$ cat src/rv_core_pkg.sv
package rv_core_pkg;

    localparam int xlen       = 32;
    localparam int reg_addr_w = 5;

    // major opcodes, inst[6:0]
    typedef enum logic [6:0] {
        opc_op     = 7'b0110011,
        opc_op_imm = 7'b0010011,
        opc_load   = 7'b0000011,
        opc_store  = 7'b0100011,
        opc_branch = 7'b1100011,
        opc_jal    = 7'b1101111,
        opc_jalr   = 7'b1100111,
        opc_lui    = 7'b0110111,
        opc_auipc  = 7'b0010111
    } opcode_t;

    typedef enum logic [2:0] {
        fmt_r,
        fmt_i,
        fmt_s,
        fmt_b,
        fmt_u,
        fmt_j,
        fmt_none  // unknown opcode
    } inst_fmt_t;

    typedef enum logic [3:0] {
        alu_add,
        alu_sub,
        alu_sll,
        alu_slt,
        alu_sltu,
        alu_xor,
        alu_srl,
        alu_sra,
        alu_or,
        alu_and
    } alu_op_t;

    typedef struct packed {
        opcode_t                opcode;
        inst_fmt_t              fmt;
        logic [2:0]             funct3;
        logic [reg_addr_w-1:0]  rd;
        logic [reg_addr_w-1:0]  rs1;
        logic [reg_addr_w-1:0]  rs2;
        logic [xlen-1:0]        imm;
        alu_op_t                alu_op;
        logic                   reg_write;
    } decoded_inst_t;

    typedef struct packed {
        logic [xlen-1:0] addr;   // word aligned
        logic [xlen-1:0] wdata;  // already on its lanes
        logic [3:0]      wmask;
        logic            we;
    } dmem_req_t;

endpackage

$ cat src/rv_fetch.sv
`timescale 1ns/1ps

module rv_fetch #(
    parameter logic [rv_core_pkg::xlen-1:0] RESET_PC = 32'h8000_0000
) (
    input  logic                         clk,
    input  logic                         reset,
    input  logic                         jump_en,
    input  logic [rv_core_pkg::xlen-1:0] jump_target,
    output logic [rv_core_pkg::xlen-1:0] pc,
    output logic [rv_core_pkg::xlen-1:0] snpc
);
    import rv_core_pkg::*;

    logic [xlen-1:0] dnpc;

    assign snpc = pc + xlen'(4);
    assign dnpc = jump_en ? jump_target : snpc;  // redirect wins

    always_ff @(posedge clk) begin
        if (reset) begin
            pc <= RESET_PC;
        end else begin
            pc <= dnpc;
        end
    end

endmodule

$ cat src/rv_decode.sv
`timescale 1ns/1ps

module rv_decode (
    input  logic [rv_core_pkg::xlen-1:0] inst,
    output rv_core_pkg::decoded_inst_t   dec
);
    import rv_core_pkg::*;

    opcode_t   opcode;
    inst_fmt_t fmt;
    logic      funct7_b5;

    assign opcode    = opcode_t'(inst[6:0]);
    assign funct7_b5 = inst[30];

    always_comb begin
        unique case (opcode)
            opc_op:                               fmt = fmt_r;
            opc_op_imm, opc_load, opc_jalr:       fmt = fmt_i;
            opc_store:                            fmt = fmt_s;
            opc_branch:                           fmt = fmt_b;
            opc_lui, opc_auipc:                   fmt = fmt_u;
            opc_jal:                              fmt = fmt_j;
            default:                              fmt = fmt_none;
        endcase
    end

    always_comb begin
        dec.opcode    = opcode;
        dec.fmt       = fmt;
        dec.funct3    = inst[14:12];
        dec.rd        = inst[11:7];
        dec.rs1       = inst[19:15];
        dec.rs2       = inst[24:20];
        dec.reg_write = (fmt == fmt_r) || (fmt == fmt_i) || (fmt == fmt_u) || (fmt == fmt_j);

        unique case (fmt)
            fmt_i:   dec.imm = {{20{inst[31]}}, inst[31:20]};
            fmt_s:   dec.imm = {{20{inst[31]}}, inst[31:25], inst[11:7]};
            fmt_b:   dec.imm = {{20{inst[31]}}, inst[7], inst[30:25], inst[11:8], 1'b0};
            fmt_u:   dec.imm = {inst[31:12], 12'b0};
            fmt_j:   dec.imm = {{12{inst[31]}}, inst[19:12], inst[20], inst[30:21], 1'b0};
            default: dec.imm = '0;
        endcase

        // only OP and OP_IMM pick from funct3, the rest add
        dec.alu_op = alu_add;
        if (opcode == opc_op || opcode == opc_op_imm) begin
            unique case (inst[14:12])
                3'b000:  dec.alu_op = (fmt == fmt_r && funct7_b5) ? alu_sub : alu_add;
                3'b001:  dec.alu_op = alu_sll;
                3'b010:  dec.alu_op = alu_slt;
                3'b011:  dec.alu_op = alu_sltu;
                3'b100:  dec.alu_op = alu_xor;
                3'b101:  dec.alu_op = funct7_b5 ? alu_sra : alu_srl;  // srai too
                3'b110:  dec.alu_op = alu_or;
                default: dec.alu_op = alu_and;
            endcase
        end
    end

endmodule

$ cat src/rv_regfile.sv
`timescale 1ns/1ps

module rv_regfile (
    input  logic                               clk,
    input  logic                               we,
    input  logic [rv_core_pkg::reg_addr_w-1:0] waddr,
    input  logic [rv_core_pkg::xlen-1:0]       wdata,
    input  logic [rv_core_pkg::reg_addr_w-1:0] raddr1,
    input  logic [rv_core_pkg::reg_addr_w-1:0] raddr2,
    output logic [rv_core_pkg::xlen-1:0]       rdata1,
    output logic [rv_core_pkg::xlen-1:0]       rdata2
);

    logic [rv_core_pkg::xlen-1:0] regs [2**rv_core_pkg::reg_addr_w];

    always_ff @(posedge clk) begin
        if (we) begin
            regs[waddr] <= wdata;
        end
    end

    // x0 is hardwired
    assign rdata1 = (raddr1 == '0) ? '0 : regs[raddr1];
    assign rdata2 = (raddr2 == '0) ? '0 : regs[raddr2];

endmodule

$ cat src/rv_alu.sv
`timescale 1ns/1ps

module rv_alu (
    input  logic [rv_core_pkg::xlen-1:0] a,
    input  logic [rv_core_pkg::xlen-1:0] b,
    input  rv_core_pkg::alu_op_t         op,
    output logic [rv_core_pkg::xlen-1:0] result
);
    import rv_core_pkg::*;

    logic [4:0] shamt;

    assign shamt = b[4:0];

    always_comb begin
        unique case (op)
            alu_add:  result = a + b;
            alu_sub:  result = a - b;
            alu_sll:  result = a << shamt;
            alu_slt:  result = xlen'($signed(a) < $signed(b));
            alu_sltu: result = xlen'(a < b);
            alu_xor:  result = a ^ b;
            alu_srl:  result = a >> shamt;
            alu_sra:  result = $unsigned($signed(a) >>> shamt);
            alu_or:   result = a | b;
            alu_and:  result = a & b;
            default:  result = '0;
        endcase
    end

endmodule

$ cat src/rv_execute.sv
`timescale 1ns/1ps

module rv_execute (
    input  rv_core_pkg::decoded_inst_t   dec,
    input  logic [rv_core_pkg::xlen-1:0] src1,
    input  logic [rv_core_pkg::xlen-1:0] src2,
    input  logic [rv_core_pkg::xlen-1:0] pc,
    output logic [rv_core_pkg::xlen-1:0] alu_result,
    output logic                         jump_en,
    output logic [rv_core_pkg::xlen-1:0] jump_target
);
    import rv_core_pkg::*;

    logic [xlen-1:0] alu_a;
    logic [xlen-1:0] alu_b;
    logic            branch_taken;

    always_comb begin
        alu_a = src1;
        alu_b = dec.imm;
        unique case (dec.fmt)
            fmt_r:        alu_b = src2;
            fmt_u:        alu_a = (dec.opcode == opc_lui) ? '0 : pc;
            fmt_b, fmt_j: alu_a = pc;  // pc relative target
            default:      ;
        endcase
    end

    rv_alu rv_alu_inst (
        .a      (alu_a),
        .b      (alu_b),
        .op     (dec.alu_op),
        .result (alu_result)
    );

    always_comb begin
        unique case (dec.funct3)
            3'b000:  branch_taken = (src1 == src2);
            3'b001:  branch_taken = (src1 != src2);
            3'b100:  branch_taken = ($signed(src1) < $signed(src2));
            3'b101:  branch_taken = ($signed(src1) >= $signed(src2));
            3'b110:  branch_taken = (src1 < src2);
            3'b111:  branch_taken = (src1 >= src2);
            default: branch_taken = 1'b0;
        endcase
    end

    assign jump_en = (dec.opcode == opc_jal) || (dec.opcode == opc_jalr)
                     || ((dec.opcode == opc_branch) && branch_taken);

    assign jump_target = (dec.opcode == opc_jalr) ? {alu_result[xlen-1:1], 1'b0}
                                                  : alu_result;

endmodule

$ cat src/rv_lsu.sv
`timescale 1ns/1ps

module rv_lsu (
    input  rv_core_pkg::decoded_inst_t   dec,
    input  logic [rv_core_pkg::xlen-1:0] addr,
    input  logic [rv_core_pkg::xlen-1:0] store_data,
    output rv_core_pkg::dmem_req_t       dmem_req,
    input  logic [rv_core_pkg::xlen-1:0] dmem_rdata,
    output logic [rv_core_pkg::xlen-1:0] load_data
);
    import rv_core_pkg::*;

    logic [xlen-1:0] rdata_shift;

    always_comb begin
        dmem_req.addr = {addr[xlen-1:2], 2'b00};
        dmem_req.we   = (dec.opcode == opc_store);
        unique case (dec.funct3[1:0])
            2'b00: begin  // sb
                dmem_req.wdata = {4{store_data[7:0]}};
                dmem_req.wmask = 4'b0001 << addr[1:0];
            end
            2'b01: begin  // sh
                dmem_req.wdata = {2{store_data[15:0]}};
                dmem_req.wmask = 4'b0011 << {addr[1], 1'b0};
            end
            default: begin
                dmem_req.wdata = store_data;
                dmem_req.wmask = 4'b1111;
            end
        endcase
        if (!dmem_req.we) begin
            dmem_req.wmask = 4'b0000;
        end
    end

    // move addressed lane down to bit 0
    assign rdata_shift = dmem_rdata >> {addr[1:0], 3'b000};

    always_comb begin
        unique case (dec.funct3)
            3'b000:  load_data = {{24{rdata_shift[7]}}, rdata_shift[7:0]};
            3'b001:  load_data = {{16{rdata_shift[15]}}, rdata_shift[15:0]};
            3'b100:  load_data = {24'b0, rdata_shift[7:0]};
            3'b101:  load_data = {16'b0, rdata_shift[15:0]};
            default: load_data = dmem_rdata;  // lw
        endcase
    end

endmodule

$ cat src/rv_core.sv
`timescale 1ns/1ps

module rv_core #(
    parameter logic [rv_core_pkg::xlen-1:0] RESET_PC = 32'h8000_0000
) (
    input  logic                         clk,
    input  logic                         reset,
    output logic [rv_core_pkg::xlen-1:0] imem_addr,
    input  logic [rv_core_pkg::xlen-1:0] imem_rdata,
    output rv_core_pkg::dmem_req_t       dmem_req,
    input  logic [rv_core_pkg::xlen-1:0] dmem_rdata
);
    import rv_core_pkg::*;

    decoded_inst_t   dec;
    logic [xlen-1:0] pc;
    logic [xlen-1:0] snpc;
    logic [xlen-1:0] src1;
    logic [xlen-1:0] src2;
    logic [xlen-1:0] alu_result;
    logic [xlen-1:0] load_data;
    logic [xlen-1:0] jump_target;
    logic            jump_en;
    logic [xlen-1:0] wb_data;
    logic            wb_en;

    rv_fetch #(
        .RESET_PC (RESET_PC)
    ) rv_fetch_inst (
        .clk         (clk),
        .reset       (reset),
        .jump_en     (jump_en),
        .jump_target (jump_target),
        .pc          (pc),
        .snpc        (snpc)
    );

    assign imem_addr = pc;

    rv_decode rv_decode_inst (
        .inst (imem_rdata),
        .dec  (dec)
    );

    // link value for jumps, memory for loads
    always_comb begin
        unique case (dec.opcode)
            opc_jal, opc_jalr: wb_data = snpc;
            opc_load:          wb_data = load_data;
            default:           wb_data = alu_result;
        endcase
    end

    assign wb_en = dec.reg_write && (dec.rd != '0);

    rv_regfile rv_regfile_inst (
        .clk    (clk),
        .we     (wb_en),
        .waddr  (dec.rd),
        .wdata  (wb_data),
        .raddr1 (dec.rs1),
        .raddr2 (dec.rs2),
        .rdata1 (src1),
        .rdata2 (src2)
    );

    rv_execute rv_execute_inst (
        .dec         (dec),
        .src1        (src1),
        .src2        (src2),
        .pc          (pc),
        .alu_result  (alu_result),
        .jump_en     (jump_en),
        .jump_target (jump_target)
    );

    rv_lsu rv_lsu_inst (
        .dec        (dec),
        .addr       (alu_result),
        .store_data (src2),
        .dmem_req   (dmem_req),
        .dmem_rdata (dmem_rdata),
        .load_data  (load_data)
    );

endmodule

$ cat config.mk
export PLATFORM = sky130hd
export DESIGN_NAME = rv_core
export DESIGN_NICKNAME = d
export VERILOG_FILES = /design/src/rv_core_pkg.sv /design/src/rv_fetch.sv /design/src/rv_decode.sv /design/src/rv_regfile.sv /design/src/rv_alu.sv /design/src/rv_execute.sv /design/src/rv_lsu.sv /design/src/rv_core.sv
export SDC_FILE = /design/constraint.sdc
export NUM_CORES = 2
export LEC_CHECK = 0
export BUFFER_PORTS_ARGS = -buffer_cell sky130_fd_sc_hd__buf_2
export CAP_MARGIN = 40
export CORE_MARGIN = 2
export CORE_UTILIZATION = 45
export CTS_CLUSTER_DIAMETER = 60
export DETAILED_ROUTE_END_ITERATION = 10
export RECOVER_POWER = 25
export SETUP_SLACK_MARGIN = 0.02
export SYNTH_ARGS = -nofsm -noshare
export SYNTH_HDL_FRONTEND = slang
export SYNTH_SLANG_ARGS = --single-unit
$ cat constraint.sdc
create_clock -name clk -period 8.72 [get_ports clk]
set_input_delay 0 -clock clk [delete_from_list [all_inputs] [get_ports clk]]
set_output_delay 0 -clock clk [all_outputs]
set_load 0.01 [all_outputs]
# Word level (Yosys, flattened, before mapping)
# Memory sizes are Yosys's and may differ from the RTL's.
# Index checks and enable logic that the tools add are counted.
[classes] add_sub_neg=3 eq_ne=33 bitwise_logic=3 n_reduce_logical=20 n_shift=6 n_mul=0 n_lt_le_gt_ge=6 n_div=0 n_mux=21
[ops] op="case mux 32 bit (10 select lines)" count=1
[ops] op="two-way mux 32 bit" count=5
[ops] op="case mux 32 bit (5 select lines)" count=1
[ops] op="< comparator 32 bit" count=4
[ops] op="case mux 32 bit (2 select lines)" count=2
[ops] op="case mux 32 bit (4 select lines)" count=1
[ops] op="case mux 36 bit (2 select lines)" count=1
[ops] op=">= comparator 32 bit" count=2
[ops] op="adder 32 x 3 -> 32 bit (second input constant)" count=1
[ops] op="adder 32 bit" count=1
[ops] op="bitwise AND 32 bit" count=1
[ops] op="equality test 32 bit" count=1
[ops] op="!= test 32 bit" count=1
[ops] op="OR 32 bit" count=1
[ops] op="<< shifter 32 x 5 -> 32 bit" count=1
[ops] op=">> shifter 32 x 5 -> 16 bit" count=1
[ops] op=">> shifter 32 x 5 -> 32 bit" count=1
[ops] op=">>> shifter 32 x 5 -> 32 bit" count=1
[ops] op="subtractor 32 bit" count=1
[ops] op="bitwise XOR 32 bit" count=1
[ops] op="case mux 4 bit (7 select lines)" count=1
[ops] op="equality test 7 x 6 -> 1 bit (second input constant)" count=3
[ops] op="equality test 7 bit (second input constant)" count=3
[ops] op="equality test 3 bit (second input constant)" count=6
[ops] op="other kinds (24)" count=50
[word_totals] latchBits=0 mem_bits_rw=1024 reg_bits=32 romBits=0 elab_cells=94 mem_count=1
[memory_table] name="rv_regfile_inst.regs" words=32 word_bits=32 rd=2 rd_ports_with_merged_regs=0 wr=1 line_no="rv_regfile.sv:14" text="logic [rv_core_pkg::xlen-1:0] regs [2**rv_core_pkg::reg_addr_w];"

# Logic depth before layout (Yosys ltp)
[depth] ltp_word=13 ltp_mapped=37 ltp_nobuf=26

# Cells and area by module
# From an unflattened synthesis, not the netlist that was laid out.
[hier_totals] hier_cells=4661 hier_area_um2=62621.3
[by_module_without_submodules] module="rv_regfile" n_inst=1 area_each_um2=46960.0 cells_per_inst=2400 seq_area_each_um2=30749.5
[by_module_without_submodules] module="rv_alu" n_inst=1 area_each_um2=8060.2 cells_per_inst=1250 seq_area_each_um2=0.0
[by_module_without_submodules] module="rv_fetch" n_inst=1 area_each_um2=1994.4 cells_per_inst=241 seq_area_each_um2=640.6
[by_module_without_submodules] module="rv_execute" n_inst=1 area_each_um2=1889.3 cells_per_inst=241 seq_area_each_um2=0.0
[by_module_without_submodules] module="rv_lsu" n_inst=1 area_each_um2=1529.0 cells_per_inst=223 seq_area_each_um2=0.0
[by_module_without_submodules] module="rv_core" n_inst=1 area_each_um2=1174.9 cells_per_inst=155 seq_area_each_um2=0.0
[by_module_without_submodules] module="rv_decode" n_inst=1 area_each_um2=1013.5 cells_per_inst=151 seq_area_each_um2=0.0

# Least setup slack after synthesis
# Ideal clock, no wire load.
[synth_timing] path_type="input to register" from="input port imem_rdata[2] in the netlist's numbering" to="memory rv_regfile_inst.regs[0][1] in the netlist's numbering, data pin" path_stages=35 path_slack_ns=0.906 arrival_ns=7.360 setup_time_ns=0.454 path_cell_list="buf_4 -> nand4bb_1 -> buf_2 -> nor2_1 -> clkinv_1 -> ha_1 -> clkbuf_1 -> o311ai_1 -> and2_1 -> nand2b_1 -> buf_4 -> o22a_1 -> buf_2 -> inv_2 -> buf_2 -> buf_2 -> buf_1 -> clkbuf_1 -> ha_1 -> inv_1 -> fa_1 -> a21o_1 -> a21o_1 -> a211oi_1 -> o21bai_1 -> o21ai_0 -> o2111ai_1 -> nand3_1 -> and2_1 -> o21ai_0 -> o211a_1 -> buf_4 -> a21oi_1 -> o22ai_1 -> o21ai_0"
[synth_via] elab_chain_cells=13
[synth_rtl] element="start, declared" line_no="rv_core.sv:9" text="input logic [rv_core_pkg::xlen-1:0] imem_rdata,"
[synth_rtl] element="parallel branches: the longest is 12 deep, another holds subtractor 32 bit"
[synth_rtl] element="case mux 32 bit (2 select lines) *" line_no="rv_core.sv:47" text="unique case (dec.opcode)"
[synth_rtl] element="named net rv_regfile_inst.wdata (one bit)" line_no="rv_regfile.sv:7" text="input logic [rv_core_pkg::xlen-1:0] wdata,"
[synth_rtl] element="end, declared" line_no="rv_regfile.sv:14"
# Mark *: on every way through the listed nets, which the timed path passes.

# Final worst setup path
[layout_timing] from="input port imem_rdata[2] in the netlist's numbering" to="memory rv_regfile_inst.regs[15][23] in the netlist's numbering, data pin"
# The elaborated chain is that of the path after synthesis.

==> impl_metrics.toml <==
[run_status]
status = "complete, but fails checks"
violations = "capacitance limit, slew limit"

[detailed_routing]
drt_iter0_markers = 7302
viasPerCell = 6.95
wirelength_um = 260000
postRouteAntennaNets = 0
first_pass_iters = 6
routedWlPerCell_um = 37.8
vias = 47800
drc = 0

[critical_path]
cp.required_ns = 9.28
timing.rr.end = "rv_regfile_inst.regs[15][23]"
crit_path_start_kind = "primary input"
crit_slowest_cell = "o31ai_1"
cp_num_buf_inv = 9
worstReg2RegStart = "rv_regfile_inst.regs[5][1]"
path_class = "in2reg"
path_delay_family = "compound AO/OA/AOI/OAI gates"
reg2reg_slack_ns = 0.88
cp_max_fo = 52
cp.depth = 30
cpPeakStageDelay_ns = 0.65
r2r_cells = 23
crit_path_end_kind = "register"
cp-startpoint = "imem_rdata[2]"
crit_end = "rv_regfile_inst.regs[15][23]"
crit_arrival_ns = 8.49
crit_top_cell = "buf_4"

[logic_synthesis]
seq_area_frac_synth_pct = 51.0
synth_cell_types = 110
syn-instance-count = 4756
async_flop_share_pct = 0
ys_ff_latch = 1056
netlist_area_um2 = 61600
ys.flop_type = "edfxtp_1"
synth.avg_cell_area_um2 = 12.9
synth-warning-count = 0
synth_edf_count = 1024

[sta]
hold_viol_final = 0
period_needed_ns = 7.92
max_slew.worst_pin.slew_ns = 4.20
max-slew-margin-rel_pct = -180
skew_ns = 0.0344
maxSlewViolCount = 551
setup_viol = 0
fin_tns_setup_ns = 0
grt_setup_unrepaired = "false"
fin_ws_ns = 0.798
fmax_mhz = 126
fin_crit_sh_pct = 90.9

[cts]
cts_tree = "done"
clk_pin_slew_ns = 0.06
cts_max_path_buffers = 3
cts_buffers = 116
htree_levels = 3
insertion_delay_ns = 0.77
cts_setup_buffers = 0
clock-sinks = 1056
clockRootBuffer = "clkbuf_16"

[die]
die_h_um = 374
die_x_um = 374
rows = 135
die_area_um2 = 140000
initial_core_util_pct = 45.4
core_area_um2 = 136000
io_pins = 167

[pwr]
cellPowerDensity_nw_per_um2 = 190
p_leak_nw = 24.9
worst_ir_drop_vdd_mv = 0.193

[run]
drv_cap = 19

[hold_path]
min_path_type = "in2reg"

[placed_design]
io_buffers = 164
pre_cts_ws_ns = 0.744
gp_congestion = 1.04
place_hpwl_um = 176000

[global_routing]
grt_max_degree = 128
grt_overflow = 0
grt.total_usage_pct = 36.4
antenna_found_initial = 13
grt_pass1_vias = 45500
grt_pass1_wl_um = 359000

[final_layout]
num-nets-final = 5203
syn_to_final_growth_pct = 13.2
drive_above_1_share_pct = 20.5
timing repair:
action                    4_1_cts  5_1_grt
hold buffers                    8        0
resized for setup               0        0
hold endpoints to repair       65        0
cells in the final DEF, fill, tap and decap left out, drive strengths merged, types with 57 or more instances in the layout:
master and n:
a22oi 243, clkinv 58, buf 374, ha 131, clkbuf 225, mux2i 514
a21oi 257, edfxtp 1024, nand3 131, inv 145, nor2 233, o211ai 71
o21ai 188, o22ai 57, mux4 359, nand2 332
cells in the mapped netlist, types with 26 or more instances:
cell      number  area (um2)
a31oi_1       32         200
nand4_1       31         194
mux2_2        33         372
nand2_1      332        1250
a22oi_1      240        1800
a21oi_1      255        1280
a21o_1        42         315
buf_4         40         300
buf_2         73         365
o21ai_0      184         921
and3_1        30         188
clkbuf_1     180         676
nor2b_1       40         250
nand3_1      127         636
o22ai_1       57         357
nor3_1        41         205
buf_1         65         244
a211oi_1      38         285
nor2_1       233         875
inv_1        131         492
xnor2_1       26         228
mux2i_1      514        5140
dfxtp_1       32         641
mux4_2       358        8060
edfxtp_1    1024       30700
o211ai_1      70         526
ha_1         131        1640
state kept, by name, summed over array words and instances (netlist names):
register / flops
rv_regfile_inst.regs: 1024
rv_fetch_inst.pc: 32
power breakdown:
part	switching, mW	leakage [nW]	internal, mW
combinational	1.75	13.6	0.838
clock	2.12	1.84	2.73
sequential	0.0214	9.49	5.82
cell families after synthesis:
kind of cell	share of synthesized area (%)
AOI/OAI and AO/OA	12.8
xor gates and xnor gates	0.626
adders and majority gates	2.73
buffers and inverters	3.65
DFF	51.0
muxes	22.1
other	0.00609
and+or+nand+nor	7.16
metal layers:
metal | up-vias | GRT usage, % | wire length (um)
met3 | 650 | 7.93 | 29600
met1 | 24400 | 49.6 | 100000
met2 | 3266 | 55.3 | 115000
met4 | 14 | 18.1 | 14900
met5 | - | 0 | 84
li1 | 19500 | - | -
worst reg2reg max path, delay by kind of cell (launching register included):
kind / cells / cell delay (ns)
flip-flops: 1 / 0.39
AO/OA/AOI/OAI: 13 / 3.84
buffers and inverters: 4 / 1.22
AND/OR/NAND/NOR: 3 / 1.22
adder cells (fa/ha/maj): 1 / 0.27
multiplexers: 2 / 0.70
area by class of cell:
type / count / area, um2
Clock buffer: 141 / 3080
Fill cell: 11800 / 65900
Timing Repair Buffer: 466 / 3410
Antenna cell: 1 / 2.50
Multi-Input combinational cell: 3225 / 28400
Inverter: 139 / 522
Tap cell: 1781 / 2230
Clock inverter: 75 / 657
Sequential cell: 1056 / 31400
worst min-delay path by stage:
stage	start	to	cells after the start
6_report	imem_rdata[10]	rv_regfile_inst.regs[16][6]	3
5_1_grt	imem_rdata[1]	rv_fetch_inst.pc[0]	4
4_1_cts	imem_rdata[10]	rv_regfile_inst.regs[1][6]	4
3_5_place_dp	rv_fetch_inst.pc[6]	imem_addr[6]	1
3_3_place_gp	rv_fetch_inst.pc[6]	imem_addr[6]	1
2_1_floorplan	reset	rv_fetch_inst.pc[10]	2
per-stage QoR:
step / area, um2 / util, % / std cells / hold slack (ns) / power (mW)
floorplan: 61700 / - / 4789 / 0.313 / 7.35
global placement: 65500 / 48.3 / 6608 / 0.497 / 8.40
detailed placement: 66500 / 49.0 / 6657 / 0.501 / 8.44
CTS: 70300 / 51.9 / 6881 / 0.00830 / 13.2
global route: 69700 / 51.4 / 6883 / 0.0642 / 13.6
finish: 69700 / 51.4 / 6884 / 0.0220 / 13.3
(Power assumes the default switching activity.)
